## src/rtl/fm_pkg.sv

```systemverilog
// ####################################################################
// fm control package: register map, voice parameter and timer types
// ####################################################################
`default_nettype none

package fm_pkg;

	// fixed by the register map
	localparam int num_ch    = 6;
	localparam int num_op    = 4;
	localparam int num_slots = 24;

	typedef enum logic [7:0] {
		timer_a_hi = 8'h24,
		timer_a_lo = 8'h25,
		timer_b    = 8'h26,
		timer_ctl  = 8'h27,
		key_on     = 8'h28,
		div_6      = 8'h2D,
		div_3      = 8'h2E,
		div_2      = 8'h2F
	} glb_reg_e;

	typedef enum logic [1:0] {
		div_by_6,
		div_by_3,
		div_by_2
	} div_e;

	typedef enum logic [3:0] {
		fld_none,
		fld_dt1_mul,       // 0x3x
		fld_tl,            // 0x4x
		fld_ks_ar,         // 0x5x
		fld_d1r,           // 0x6x
		fld_d2r,           // 0x7x
		fld_d1l_rr,        // 0x8x
		fld_fnum_lo,       // A0-A2
		fld_block_fnum_hi, // A4-A6
		fld_fb_alg         // B0-B2
	} param_field_e;

	typedef struct packed {
		logic       is_data; // 0 = address byte
		logic       bank;    // 1 = channels 3..5
		logic [7:0] data;
	} host_wr_t;

	typedef struct packed {
		param_field_e field;
		logic [2:0]   ch;
		logic [1:0]   op;
		logic [7:0]   data;
	} param_upd_t;

	typedef struct packed {
		logic [2:0] dt1;
		logic [3:0] mul;
		logic [6:0] tl;
		logic [1:0] ks;
		logic [4:0] ar;
		logic [4:0] d1r;
		logic [4:0] d2r;
		logic [3:0] d1l;
		logic [3:0] rr;
	} op_params_t;

	typedef struct packed {
		logic [10:0] fnum;
		logic [2:0]  block;
		logic [2:0]  fb;
		logic [2:0]  alg;
	} ch_params_t;

	typedef struct packed {
		logic [2:0] ch;
		logic [1:0] op;
		logic       keyon;
		op_params_t opp;
		ch_params_t chp;
	} slot_out_t;

	typedef struct packed {
		logic [9:0] value_a;
		logic [7:0] value_b;
		logic       load_a;
		logic       load_b;
		logic       en_irq_a;
		logic       en_irq_b;
		logic       clr_a; // one-cycle pulses
		logic       clr_b;
	} timer_cfg_t;

	typedef struct packed {
		logic flag_a;
		logic flag_b;
	} timer_stat_t;

endpackage

`default_nettype wire
```

## src/rtl/fm_ctrl_top.sv

```systemverilog
// ####################################################################
// fm control top: decoder, parameter store and timers
// ####################################################################
`timescale 1ns/100ps
`default_nettype none

module fm_ctrl_top #(
	parameter int BUSY_CYCLES      = 32,
	parameter int TIMER_B_PRESCALE = 16
) (
	input  logic                clk,
	input  logic                rst,
	input  logic                cen,
	input  fm_pkg::host_wr_t    wr,
	input  logic                wr_valid,
	output logic                wr_ready,
	output fm_pkg::slot_out_t   slot_out,
	output logic                slot_valid,
	output fm_pkg::timer_stat_t stat,
	output logic                irq
);

	logic               clk_en;
	fm_pkg::param_upd_t upd;
	logic               upd_valid;
	logic [2:0]         kon_ch;
	logic [3:0]         kon_bits;
	logic               kon_valid;
	fm_pkg::timer_cfg_t tcfg;

	fm_mmr #(
		.BUSY_CYCLES (BUSY_CYCLES)
	) u_mmr (
		.clk       (clk),
		.rst       (rst),
		.cen       (cen),
		.wr        (wr),
		.wr_valid  (wr_valid),
		.wr_ready  (wr_ready),
		.clk_en    (clk_en),
		.upd       (upd),
		.upd_valid (upd_valid),
		.kon_ch    (kon_ch),
		.kon_bits  (kon_bits),
		.kon_valid (kon_valid),
		.tcfg      (tcfg)
	);

	fm_param_store u_param_store (
		.clk        (clk),
		.rst        (rst),
		.clk_en     (clk_en),
		.upd        (upd),
		.upd_valid  (upd_valid),
		.kon_ch     (kon_ch),
		.kon_bits   (kon_bits),
		.kon_valid  (kon_valid),
		.slot_out   (slot_out),
		.slot_valid (slot_valid)
	);

	fm_timers #(
		.TIMER_B_PRESCALE (TIMER_B_PRESCALE)
	) u_timers (
		.clk    (clk),
		.rst    (rst),
		.clk_en (clk_en),
		.tcfg   (tcfg),
		.stat   (stat),
		.irq    (irq)
	);

endmodule

`default_nettype wire

```

## src/rtl/fm_timers.sv

```systemverilog
// ####################################################################
// fm timers: timer A and B counters, overflow flags and interrupt
// ####################################################################
`timescale 1ns/100ps
`default_nettype none

module fm_timers #(
	parameter int TIMER_B_PRESCALE = 16
) (
	input  logic                clk,
	input  logic                rst,
	input  logic                clk_en,
	input  fm_pkg::timer_cfg_t  tcfg,
	output fm_pkg::timer_stat_t stat,
	output logic                irq
);

	localparam int PRE_W = $clog2(TIMER_B_PRESCALE + 1);

	logic [9:0]       cnt_a;
	logic [7:0]       cnt_b;
	logic [PRE_W-1:0] pre_cnt;
	logic             tick_b;
	logic             ovf_a;
	logic             ovf_b;

	assign tick_b = clk_en && (pre_cnt == PRE_W'(TIMER_B_PRESCALE - 1));
	assign ovf_a  = tcfg.load_a && clk_en && (cnt_a == 10'h3FF);
	assign ovf_b  = tcfg.load_b && tick_b && (cnt_b == 8'hFF);

	// timer A, held at its start value while stopped
	always_ff @(posedge clk) begin
		if (rst)
			cnt_a <= 10'd0;
		else if (!tcfg.load_a)
			cnt_a <= tcfg.value_a;
		else if (clk_en)
			cnt_a <= ovf_a ? tcfg.value_a : cnt_a + 10'd1;
	end

	// timer B behind its prescaler
	always_ff @(posedge clk) begin
		if (rst) begin
			pre_cnt <= '0;
			cnt_b   <= 8'd0;
		end else if (!tcfg.load_b) begin
			pre_cnt <= '0;
			cnt_b   <= tcfg.value_b;
		end else if (clk_en) begin
			pre_cnt <= tick_b ? '0 : pre_cnt + 1'b1;
			if (tick_b)
				cnt_b <= ovf_b ? tcfg.value_b : cnt_b + 8'd1;
		end
	end

	// sticky flags, clear wins over a new overflow
	always_ff @(posedge clk) begin
		if (rst) begin
			stat <= '0;
		end else begin
			if (tcfg.clr_a)
				stat.flag_a <= 1'b0;
			else if (ovf_a && tcfg.en_irq_a)
				stat.flag_a <= 1'b1;
			if (tcfg.clr_b)
				stat.flag_b <= 1'b0;
			else if (ovf_b && tcfg.en_irq_b)
				stat.flag_b <= 1'b1;
		end
	end

	assign irq = stat.flag_a | stat.flag_b;

endmodule

`default_nettype wire

```

## src/rtl/fm_param_store.sv

```systemverilog
// ####################################################################
// fm parameter store: voice memory, key bits and rotating slot stream
// ####################################################################
`timescale 1ns/100ps
`default_nettype none

module fm_param_store (
	input  logic               clk,
	input  logic               rst,
	input  logic               clk_en,
	input  fm_pkg::param_upd_t upd,
	input  logic               upd_valid,
	input  logic [2:0]         kon_ch,
	input  logic [3:0]         kon_bits,
	input  logic               kon_valid,
	output fm_pkg::slot_out_t  slot_out,
	output logic               slot_valid
);

	fm_pkg::op_params_t            op_mem [fm_pkg::num_slots];
	fm_pkg::ch_params_t            ch_mem [fm_pkg::num_ch];
	logic [fm_pkg::num_slots-1:0]  key;
	logic [4:0]                    upd_idx;
	logic [2:0]                    slot_ch;
	logic [1:0]                    slot_op;

	assign upd_idx = {upd.ch, upd.op}; // ch*4 + op

	// field writes, each touching only its own bits
	always_ff @(posedge clk) begin
		if (rst) begin
			for (int i = 0; i < fm_pkg::num_slots; i++)
				op_mem[i] <= '0;
			for (int j = 0; j < fm_pkg::num_ch; j++)
				ch_mem[j] <= '0;
			key <= '0;
		end else begin
			if (upd_valid) begin
				case (upd.field)
					fm_pkg::fld_dt1_mul: begin
						op_mem[upd_idx].dt1 <= upd.data[6:4];
						op_mem[upd_idx].mul <= upd.data[3:0];
					end
					fm_pkg::fld_tl: op_mem[upd_idx].tl <= upd.data[6:0];
					fm_pkg::fld_ks_ar: begin
						op_mem[upd_idx].ks <= upd.data[7:6];
						op_mem[upd_idx].ar <= upd.data[4:0];
					end
					fm_pkg::fld_d1r: op_mem[upd_idx].d1r <= upd.data[4:0];
					fm_pkg::fld_d2r: op_mem[upd_idx].d2r <= upd.data[4:0];
					fm_pkg::fld_d1l_rr: begin
						op_mem[upd_idx].d1l <= upd.data[7:4];
						op_mem[upd_idx].rr  <= upd.data[3:0];
					end
					fm_pkg::fld_fnum_lo: ch_mem[upd.ch].fnum[7:0] <= upd.data;
					fm_pkg::fld_block_fnum_hi: begin
						ch_mem[upd.ch].block      <= upd.data[5:3];
						ch_mem[upd.ch].fnum[10:8] <= upd.data[2:0];
					end
					fm_pkg::fld_fb_alg: begin
						ch_mem[upd.ch].fb  <= upd.data[5:3];
						ch_mem[upd.ch].alg <= upd.data[2:0];
					end
					default: ;
				endcase
			end
			if (kon_valid)
				key[{kon_ch, 2'b00} +: 4] <= kon_bits; // bit i is operator i
		end
	end

	// slot scanner, channel outer and operator inner
	always_ff @(posedge clk) begin
		if (rst) begin
			slot_ch    <= 3'd0;
			slot_op    <= 2'd0;
			slot_valid <= 1'b0;
		end else begin
			slot_valid <= clk_en;
			if (clk_en) begin
				if (slot_op == 2'(fm_pkg::num_op - 1)) begin
					slot_op <= 2'd0;
					slot_ch <= (slot_ch == 3'(fm_pkg::num_ch - 1)) ? 3'd0 : slot_ch + 3'd1;
				end else begin
					slot_op <= slot_op + 2'd1;
				end
			end
		end
	end

	always_ff @(posedge clk) begin
		if (clk_en) begin
			slot_out.ch    <= slot_ch;
			slot_out.op    <= slot_op;
			slot_out.keyon <= key[{slot_ch, slot_op}];
			slot_out.opp   <= op_mem[{slot_ch, slot_op}];
			slot_out.chp   <= ch_mem[slot_ch];
		end
	end

endmodule

`default_nettype wire

```

## src/rtl/fm_mmr.sv

```systemverilog
// ####################################################################
// fm register decoder: host writes, busy window, clock-enable divider
// ####################################################################
`timescale 1ns/100ps
`default_nettype none

module fm_mmr #(
	parameter int BUSY_CYCLES = 32
) (
	input  logic                clk,
	input  logic                rst,
	input  logic                cen,
	input  fm_pkg::host_wr_t    wr,
	input  logic                wr_valid,
	output logic                wr_ready,
	output logic                clk_en,
	output fm_pkg::param_upd_t  upd,
	output logic                upd_valid,
	output logic [2:0]          kon_ch,
	output logic [3:0]          kon_bits,
	output logic                kon_valid,
	output fm_pkg::timer_cfg_t  tcfg
);

	localparam int BUSY_W = $clog2(BUSY_CYCLES + 1);

	logic [7:0]           sel_reg;
	logic                 addr_xfer;
	logic                 data_xfer;
	fm_pkg::div_e         div;
	logic [2:0]           cen_cnt;
	logic [2:0]           cen_lim;
	logic [BUSY_W-1:0]    busy_cnt;
	fm_pkg::param_field_e field;

	// channel index from a bank bit and the low two register bits
	function automatic logic [2:0] bank_ch(input logic hi, input logic [1:0] lo);
		return hi ? 3'd3 + {1'b0, lo} : {1'b0, lo};
	endfunction

	// voice register address to parameter field
	function automatic fm_pkg::param_field_e voice_field(input logic [7:0] a);
		fm_pkg::param_field_e f;
		f = fm_pkg::fld_none;
		if (a[1:0] != 2'b11) begin
			case (a[7:4])
				4'h3: f = fm_pkg::fld_dt1_mul;
				4'h4: f = fm_pkg::fld_tl;
				4'h5: f = fm_pkg::fld_ks_ar;
				4'h6: f = fm_pkg::fld_d1r;
				4'h7: f = fm_pkg::fld_d2r;
				4'h8: f = fm_pkg::fld_d1l_rr;
				4'hA: begin
					if (a[3:2] == 2'b00)
						f = fm_pkg::fld_fnum_lo;
					else if (a[3:2] == 2'b01)
						f = fm_pkg::fld_block_fnum_hi;
				end
				4'hB: begin
					if (a[3:2] == 2'b00)
						f = fm_pkg::fld_fb_alg;
				end
				default: f = fm_pkg::fld_none;
			endcase
		end
		return f;
	endfunction

	assign addr_xfer = wr_valid & wr_ready & ~wr.is_data;
	assign data_xfer = wr_valid & wr_ready & wr.is_data;
	assign field     = voice_field(sel_reg);

	always_comb begin
		case (div)
			fm_pkg::div_by_3: cen_lim = 3'd2;
			fm_pkg::div_by_2: cen_lim = 3'd1;
			default:          cen_lim = 3'd5;
		endcase
	end

	// cen divider, clk_en one cycle after the wrap
	always_ff @(posedge clk) begin
		if (rst) begin
			cen_cnt <= 3'd0;
			clk_en  <= 1'b0;
		end else begin
			clk_en <= cen && (cen_cnt >= cen_lim);
			if (cen)
				cen_cnt <= (cen_cnt >= cen_lim) ? 3'd0 : cen_cnt + 3'd1;
		end
	end

	// global registers
	always_ff @(posedge clk) begin
		if (rst) begin
			sel_reg <= 8'h00;
			div     <= fm_pkg::div_by_6;
			tcfg    <= '0;
		end else begin
			tcfg.clr_a <= 1'b0;
			tcfg.clr_b <= 1'b0;
			if (addr_xfer)
				sel_reg <= wr.data;
			if (data_xfer) begin
				case (sel_reg)
					fm_pkg::timer_a_hi: tcfg.value_a[9:2] <= wr.data;
					fm_pkg::timer_a_lo: tcfg.value_a[1:0] <= wr.data[1:0];
					fm_pkg::timer_b:    tcfg.value_b      <= wr.data;
					fm_pkg::timer_ctl: begin
						{tcfg.clr_b, tcfg.clr_a} <= wr.data[5:4];
						{tcfg.en_irq_b, tcfg.en_irq_a} <= wr.data[3:2];
						{tcfg.load_b, tcfg.load_a} <= wr.data[1:0];
					end
					fm_pkg::div_6: div <= fm_pkg::div_by_6;
					fm_pkg::div_3: div <= fm_pkg::div_by_3;
					fm_pkg::div_2: div <= fm_pkg::div_by_2;
					default: ;
				endcase
			end
		end
	end

	// update strobes for the store
	always_ff @(posedge clk) begin
		if (rst) begin
			upd_valid <= 1'b0;
			kon_valid <= 1'b0;
		end else begin
			upd_valid <= data_xfer && (field != fm_pkg::fld_none);
			kon_valid <= data_xfer && (sel_reg == fm_pkg::key_on) &&
				(wr.data[1:0] != 2'b11); // codes 3 and 7 unused
		end
	end

	always_ff @(posedge clk) begin
		if (data_xfer) begin
			upd.field <= field;
			upd.ch    <= bank_ch(wr.bank, sel_reg[1:0]);
			upd.op    <= sel_reg[3:2];
			upd.data  <= wr.data;
			kon_ch    <= bank_ch(wr.data[2], wr.data[1:0]);
			kon_bits  <= wr.data[7:4];
		end
	end

	// busy window after each data byte
	always_ff @(posedge clk) begin
		if (rst) begin
			wr_ready <= 1'b1;
			busy_cnt <= '0;
		end else if (data_xfer) begin
			wr_ready <= 1'b0;
			busy_cnt <= BUSY_W'(BUSY_CYCLES - 1);
		end else if (!wr_ready) begin
			if (busy_cnt == '0)
				wr_ready <= 1'b1;
			else
				busy_cnt <= busy_cnt - 1'b1;
		end
	end

endmodule

`default_nettype wire

```

## config.mk

```make
export PLATFORM = sky130hd
export DESIGN_NAME = fm_ctrl_top
export DESIGN_NICKNAME = d
export VERILOG_FILES = /design/src/rtl/fm_pkg.sv /design/src/rtl/fm_ctrl_top.sv /design/src/rtl/fm_timers.sv /design/src/rtl/fm_param_store.sv /design/src/rtl/fm_mmr.sv
export SDC_FILE = /design/constraint.sdc
export NUM_CORES = 2
export LEC_CHECK = 0
export BUFFER_PORTS_ARGS = -buffer_cell sky130_fd_sc_hd__buf_2
export CAP_MARGIN = 25
export CORE_MARGIN = 2
export CORE_UTILIZATION = 57
export CTS_CLUSTER_DIAMETER = 60
export CTS_CLUSTER_SIZE = 30
export DETAILED_ROUTE_END_ITERATION = 16
export HOLD_SLACK_MARGIN = 0.02
export PLACE_DENSITY = 0.76
export SLEW_MARGIN = 10
export SYNTH_ARGS = -nofsm -noshare
export SYNTH_HDL_FRONTEND = slang
export SYNTH_SLANG_ARGS = --single-unit
```

## constraint.sdc

```tcl
create_clock -name clk -period 3.2 [get_ports clk]
set_input_delay 0.64 -clock clk [delete_from_list [all_inputs] [get_ports clk]]
set_output_delay 0.64 -clock clk [all_outputs]
set_load 0.005 [all_outputs]
```

==> flow_summary_export.csv <==
group,metric,value,unit
status,status,"finished, final reports clean",
timing,period_share,89.9,%
final_layout,finalNetCount,4808,
timing,rsz0062_at_grt,"no",
route,routed_wl,185000,µm
clocking,path_clk_slew,0.08,ns
worst_setup_path,r2r_cells,5,
timing,max-slew-margin-rel,27.6,%
timing,setup_viol,0,
yosys,synthAdderAreaFrac,0.375,%
yosys,ys_seq_area_share,66.8,%
power_and_ir_drop,vdd_drop_max,702,µV
yosys,syn-num-nets,4891,
min_path,hold_start,"wr[7]",
worst_setup_path,crit_family,"simple AND/OR/NAND/NOR gates",
placement,place_hpwl,115000,µm
global_routing,grt_usage,29.1,%
yosys,synth-simple-area-share,12.5,%
final_layout,syn_to_final_growth,10.3,%
final_layout,reg.largest.list,"u_param_store.op_mem x1248, u_param_store.ch_mem x160, u_param_store.slot_out x65",
floorplanning,start_util,57.6,%
worst_setup_path,path_buf_inv,2,
floorplanning,rows,128,
timing,setup-tns-final,0,ns
yosys,synthXorXnorAreaFrac,0.162,%
timing,fmax,348,MHz
final_layout,largest_reg_flops,1248,
yosys,synth_cell_types,73,
yosys,synth_top_area_share,63.9,%
final_layout,top_register,"u_param_store.op_mem",
route,wl_per_cell,28.5,µm
placement,routabilityCongestion,0.842,
yosys,synth_async_sr_flop_share,0,%
timing,period_minus_slack,2.88,ns
worst_setup_path,rr_startpoint,"u_mmr.upd[15]",
yosys,synthFlopType,"edfxtp_1",
route,vias_per_cell,6.80,
worst_setup_path,r2r_setup_slack,0.32,ns
min_path,hold_depth,1,
yosys,synth_edf_count,1493,
timing,worstMarginPinSlew,1.09,ns
worst_setup_path,path_depth,5,
yosys,synthTopCellsByArea,"edfxtp_1 64%, mux4_2 7.4%, mux2i_1 4.2%",
route,drc,0,
global_routing,overflow,0,
placement,port_buffers,83,
yosys,mappedNetlistArea,0.0701,mm²
worst_setup_path,max_stage_delay,0.59,ns
min_path,hold-path-endpoint,"u_mmr.kon_bits[3]",
global_routing,antenna_found_initial,4,
yosys,yosysWarnings,0,
timing,slew_viol_final,0,
yosys,synth_top_family_by_area,"simple AND/OR/NAND/NOR gates",
clocking,clock_sinks,1595,
floorplanning,die_w,355,µm
yosys,yosysMostFrequentCell,"edfxtp_1",
power_and_ir_drop,leakagePower,26.6,nW
worst_setup_path,critical_path_class,"reg -> reg",
placement,place_ws,0.0652,ns
floorplanning,die_area,0.126,mm²
final_layout,final_core_util,63.5,%
route,drt_iter0_markers,6577,
floorplanning,num_io_pins,84,
yosys,muxShareOfSynthArea,12.1,%
route,postRouteAntennaNets,0,
timing,hold_viol,0,
power_and_ir_drop,p_per_area,534,mW/mm²
clocking,cts_hold_buf,0,
clocking,cts_tree,"done",
worst_setup_path,endpoint_kind,"flip-flop",
clocking,cts_buffer_depth,3,
timing,fin_ws,0.323,ns
worst_setup_path,worstReg2RegEnd,"u_param_store.op_mem[7][28]",
timing,whs,0.157,ns
worst_setup_path,cp.required,3.66,ns
final_layout,drive_gt1_share,18.4,%
worst_setup_path,crit_arrival,3.34,ns
yosys,synth_top_area_cell,"edfxtp_1",
floorplanning,core_area,0.122,mm²
power_and_ir_drop,finalPower,41.3,mW
global_routing,grt_pass1_vias,43271,
run,maxCapViolCount,0,
worst_setup_path,critPathSlowestCell,"nor4b_4",
timing,skew,0.0317,ns
worst_setup_path,cp_cell_sequence,"nor4b_4, nand2_2, buf_12, o31ai_1, buf_4",
worst_setup_path,path_max_fanout,32,
clocking,clock_latency,0.75,ns
yosys,ys_seq_elements,1595,
clocking,clock-root-buffer,"clkbuf_16",
clocking,cts-buffers-inserted,118,
min_path,hold_path_class,"in -> reg",
yosys,synth_commonest_cells,"1,493 x edfxtp_1, 443 x nor4_1, 435 x and3_1",
clocking,cts-resized-gates,0,
clocking,cts_max_level,3,
yosys,avgSynthCellArea,14.4,µm²
global_routing,grt_max_degree,129,
yosys,syn-instance-count,4856,
clocking,cts_setup_buffers,0,
global_routing,grt_pass1_wl,275000,µm
floorplanning,die_y,355,µm
yosys,synth_compound_area_share,4.39,%
route,dr.pass1.iters,8,
worst_setup_path,start_kind,"flip-flop",
route,vias,44238,
[metal layers]
metal | wire (µm) | vias to the layer above | part of all wire [%] | GRT usage, %
met3 | 19100 | 430 | 10 | 4.98
li1 | - | 18992 | - | -
met4 | 8090 | 4 | 4.4 | 11.7
met2 | 89600 | 2756 | 48 | 47.4
met5 | 29 | - | 0.016 | 0
met1 | 68300 | 22056 | 37 | 39.5
[per-stage QoR]
step	std cells	instance area [µm²]
6_report	6503	77300
5_1_grt	6502	77300
4_1_cts	6498	77300
3_5_place_dp	6274	73000
3_3_place_gp	6271	73000
2_1_floorplan	4856	70100
[final cells by class]
| cell class | instances | area [µm²] |
|---|---|---|
| multi-input cells | 2660 | 20800 |
| diodes | 1 | 2.50 |
| clock inverters | 97 | 1270 |
| fillers | 8401 | 44500 |
| flip-flops and latches | 1595 | 46900 |
| well taps | 1625 | 2030 |
| repair buffers | 365 | 3130 |
| clock buffers | 127 | 3050 |
| inverters | 33 | 135 |
[how the worst max path moves through the flow]
| stage | start | end | slack, ns |
|---|---|---|---|
| 2_1_floorplan | rst | u_param_store.op_mem[17][18] | 0.67 |
| 3_3_place_gp | rst | u_param_store.op_mem[7][29] | 0.05 |
| 3_5_place_dp | rst | u_param_store.op_mem[7][28] | 0.07 |
| 4_1_cts | u_mmr.upd[15] | u_param_store.op_mem[7][30] | 0.39 |
| 5_1_grt | u_mmr.upd[15] | u_param_store.op_mem[7][30] | 0.21 |
| 6_report | u_mmr.upd[15] | u_param_store.op_mem[7][28] | 0.32 |
[layout by cell type, fill, tap and decap left out, types with 17 or more instances in the layout]
cell | Yosys | layout
o22ai_1 | 107 | 107
nand2_1 | 238 | 230
buf_4 | 32 | 227
mux2_2 | 24 | 24
inv_1 | 26 | 25
o221ai_1 | 17 | 17
and3_1 | 435 | 434
mux4_2 | 232 | 232
nand3_1 | 24 | 23
ha_1 | 21 | 21
clkinv_8 | 0 | 17
a21oi_1 | 55 | 52
mux2i_1 | 295 | 295
buf_12 | 0 | 49
nand4_1 | 24 | 24
nor4_1 | 443 | 443
inv_6 | 0 | 21
nor2_2 | 12 | 17
buf_2 | 52 | 87
edfxtp_1 | 1493 | 1493
dfxtp_1 | 102 | 96
a22o_1 | 39 | 39
a31oi_1 | 29 | 29
a211oi_1 | 47 | 47
o31ai_1 | 63 | 63
a22oi_1 | 40 | 40
nor3_1 | 21 | 21
nor2_1 | 354 | 349
clkbuf_16 | 0 | 121
[cells by family after synthesis]
family / Yosys count
adders and majority gates: 21
muxes: 552
DFF: 1595
AOI/OAI and AO/OA: 440
xor gates and xnor gates: 13
buffers and inverters: 601
and+or+nand+nor: 1634
[power breakdown]
group          leakage, nW  internal [mW]  switching [mW]
logic                 8.96          0.414            1.16
registers             15.6           23.2           0.199
clock network         2.08           8.19            8.18
(Power assumes the default switching activity.)
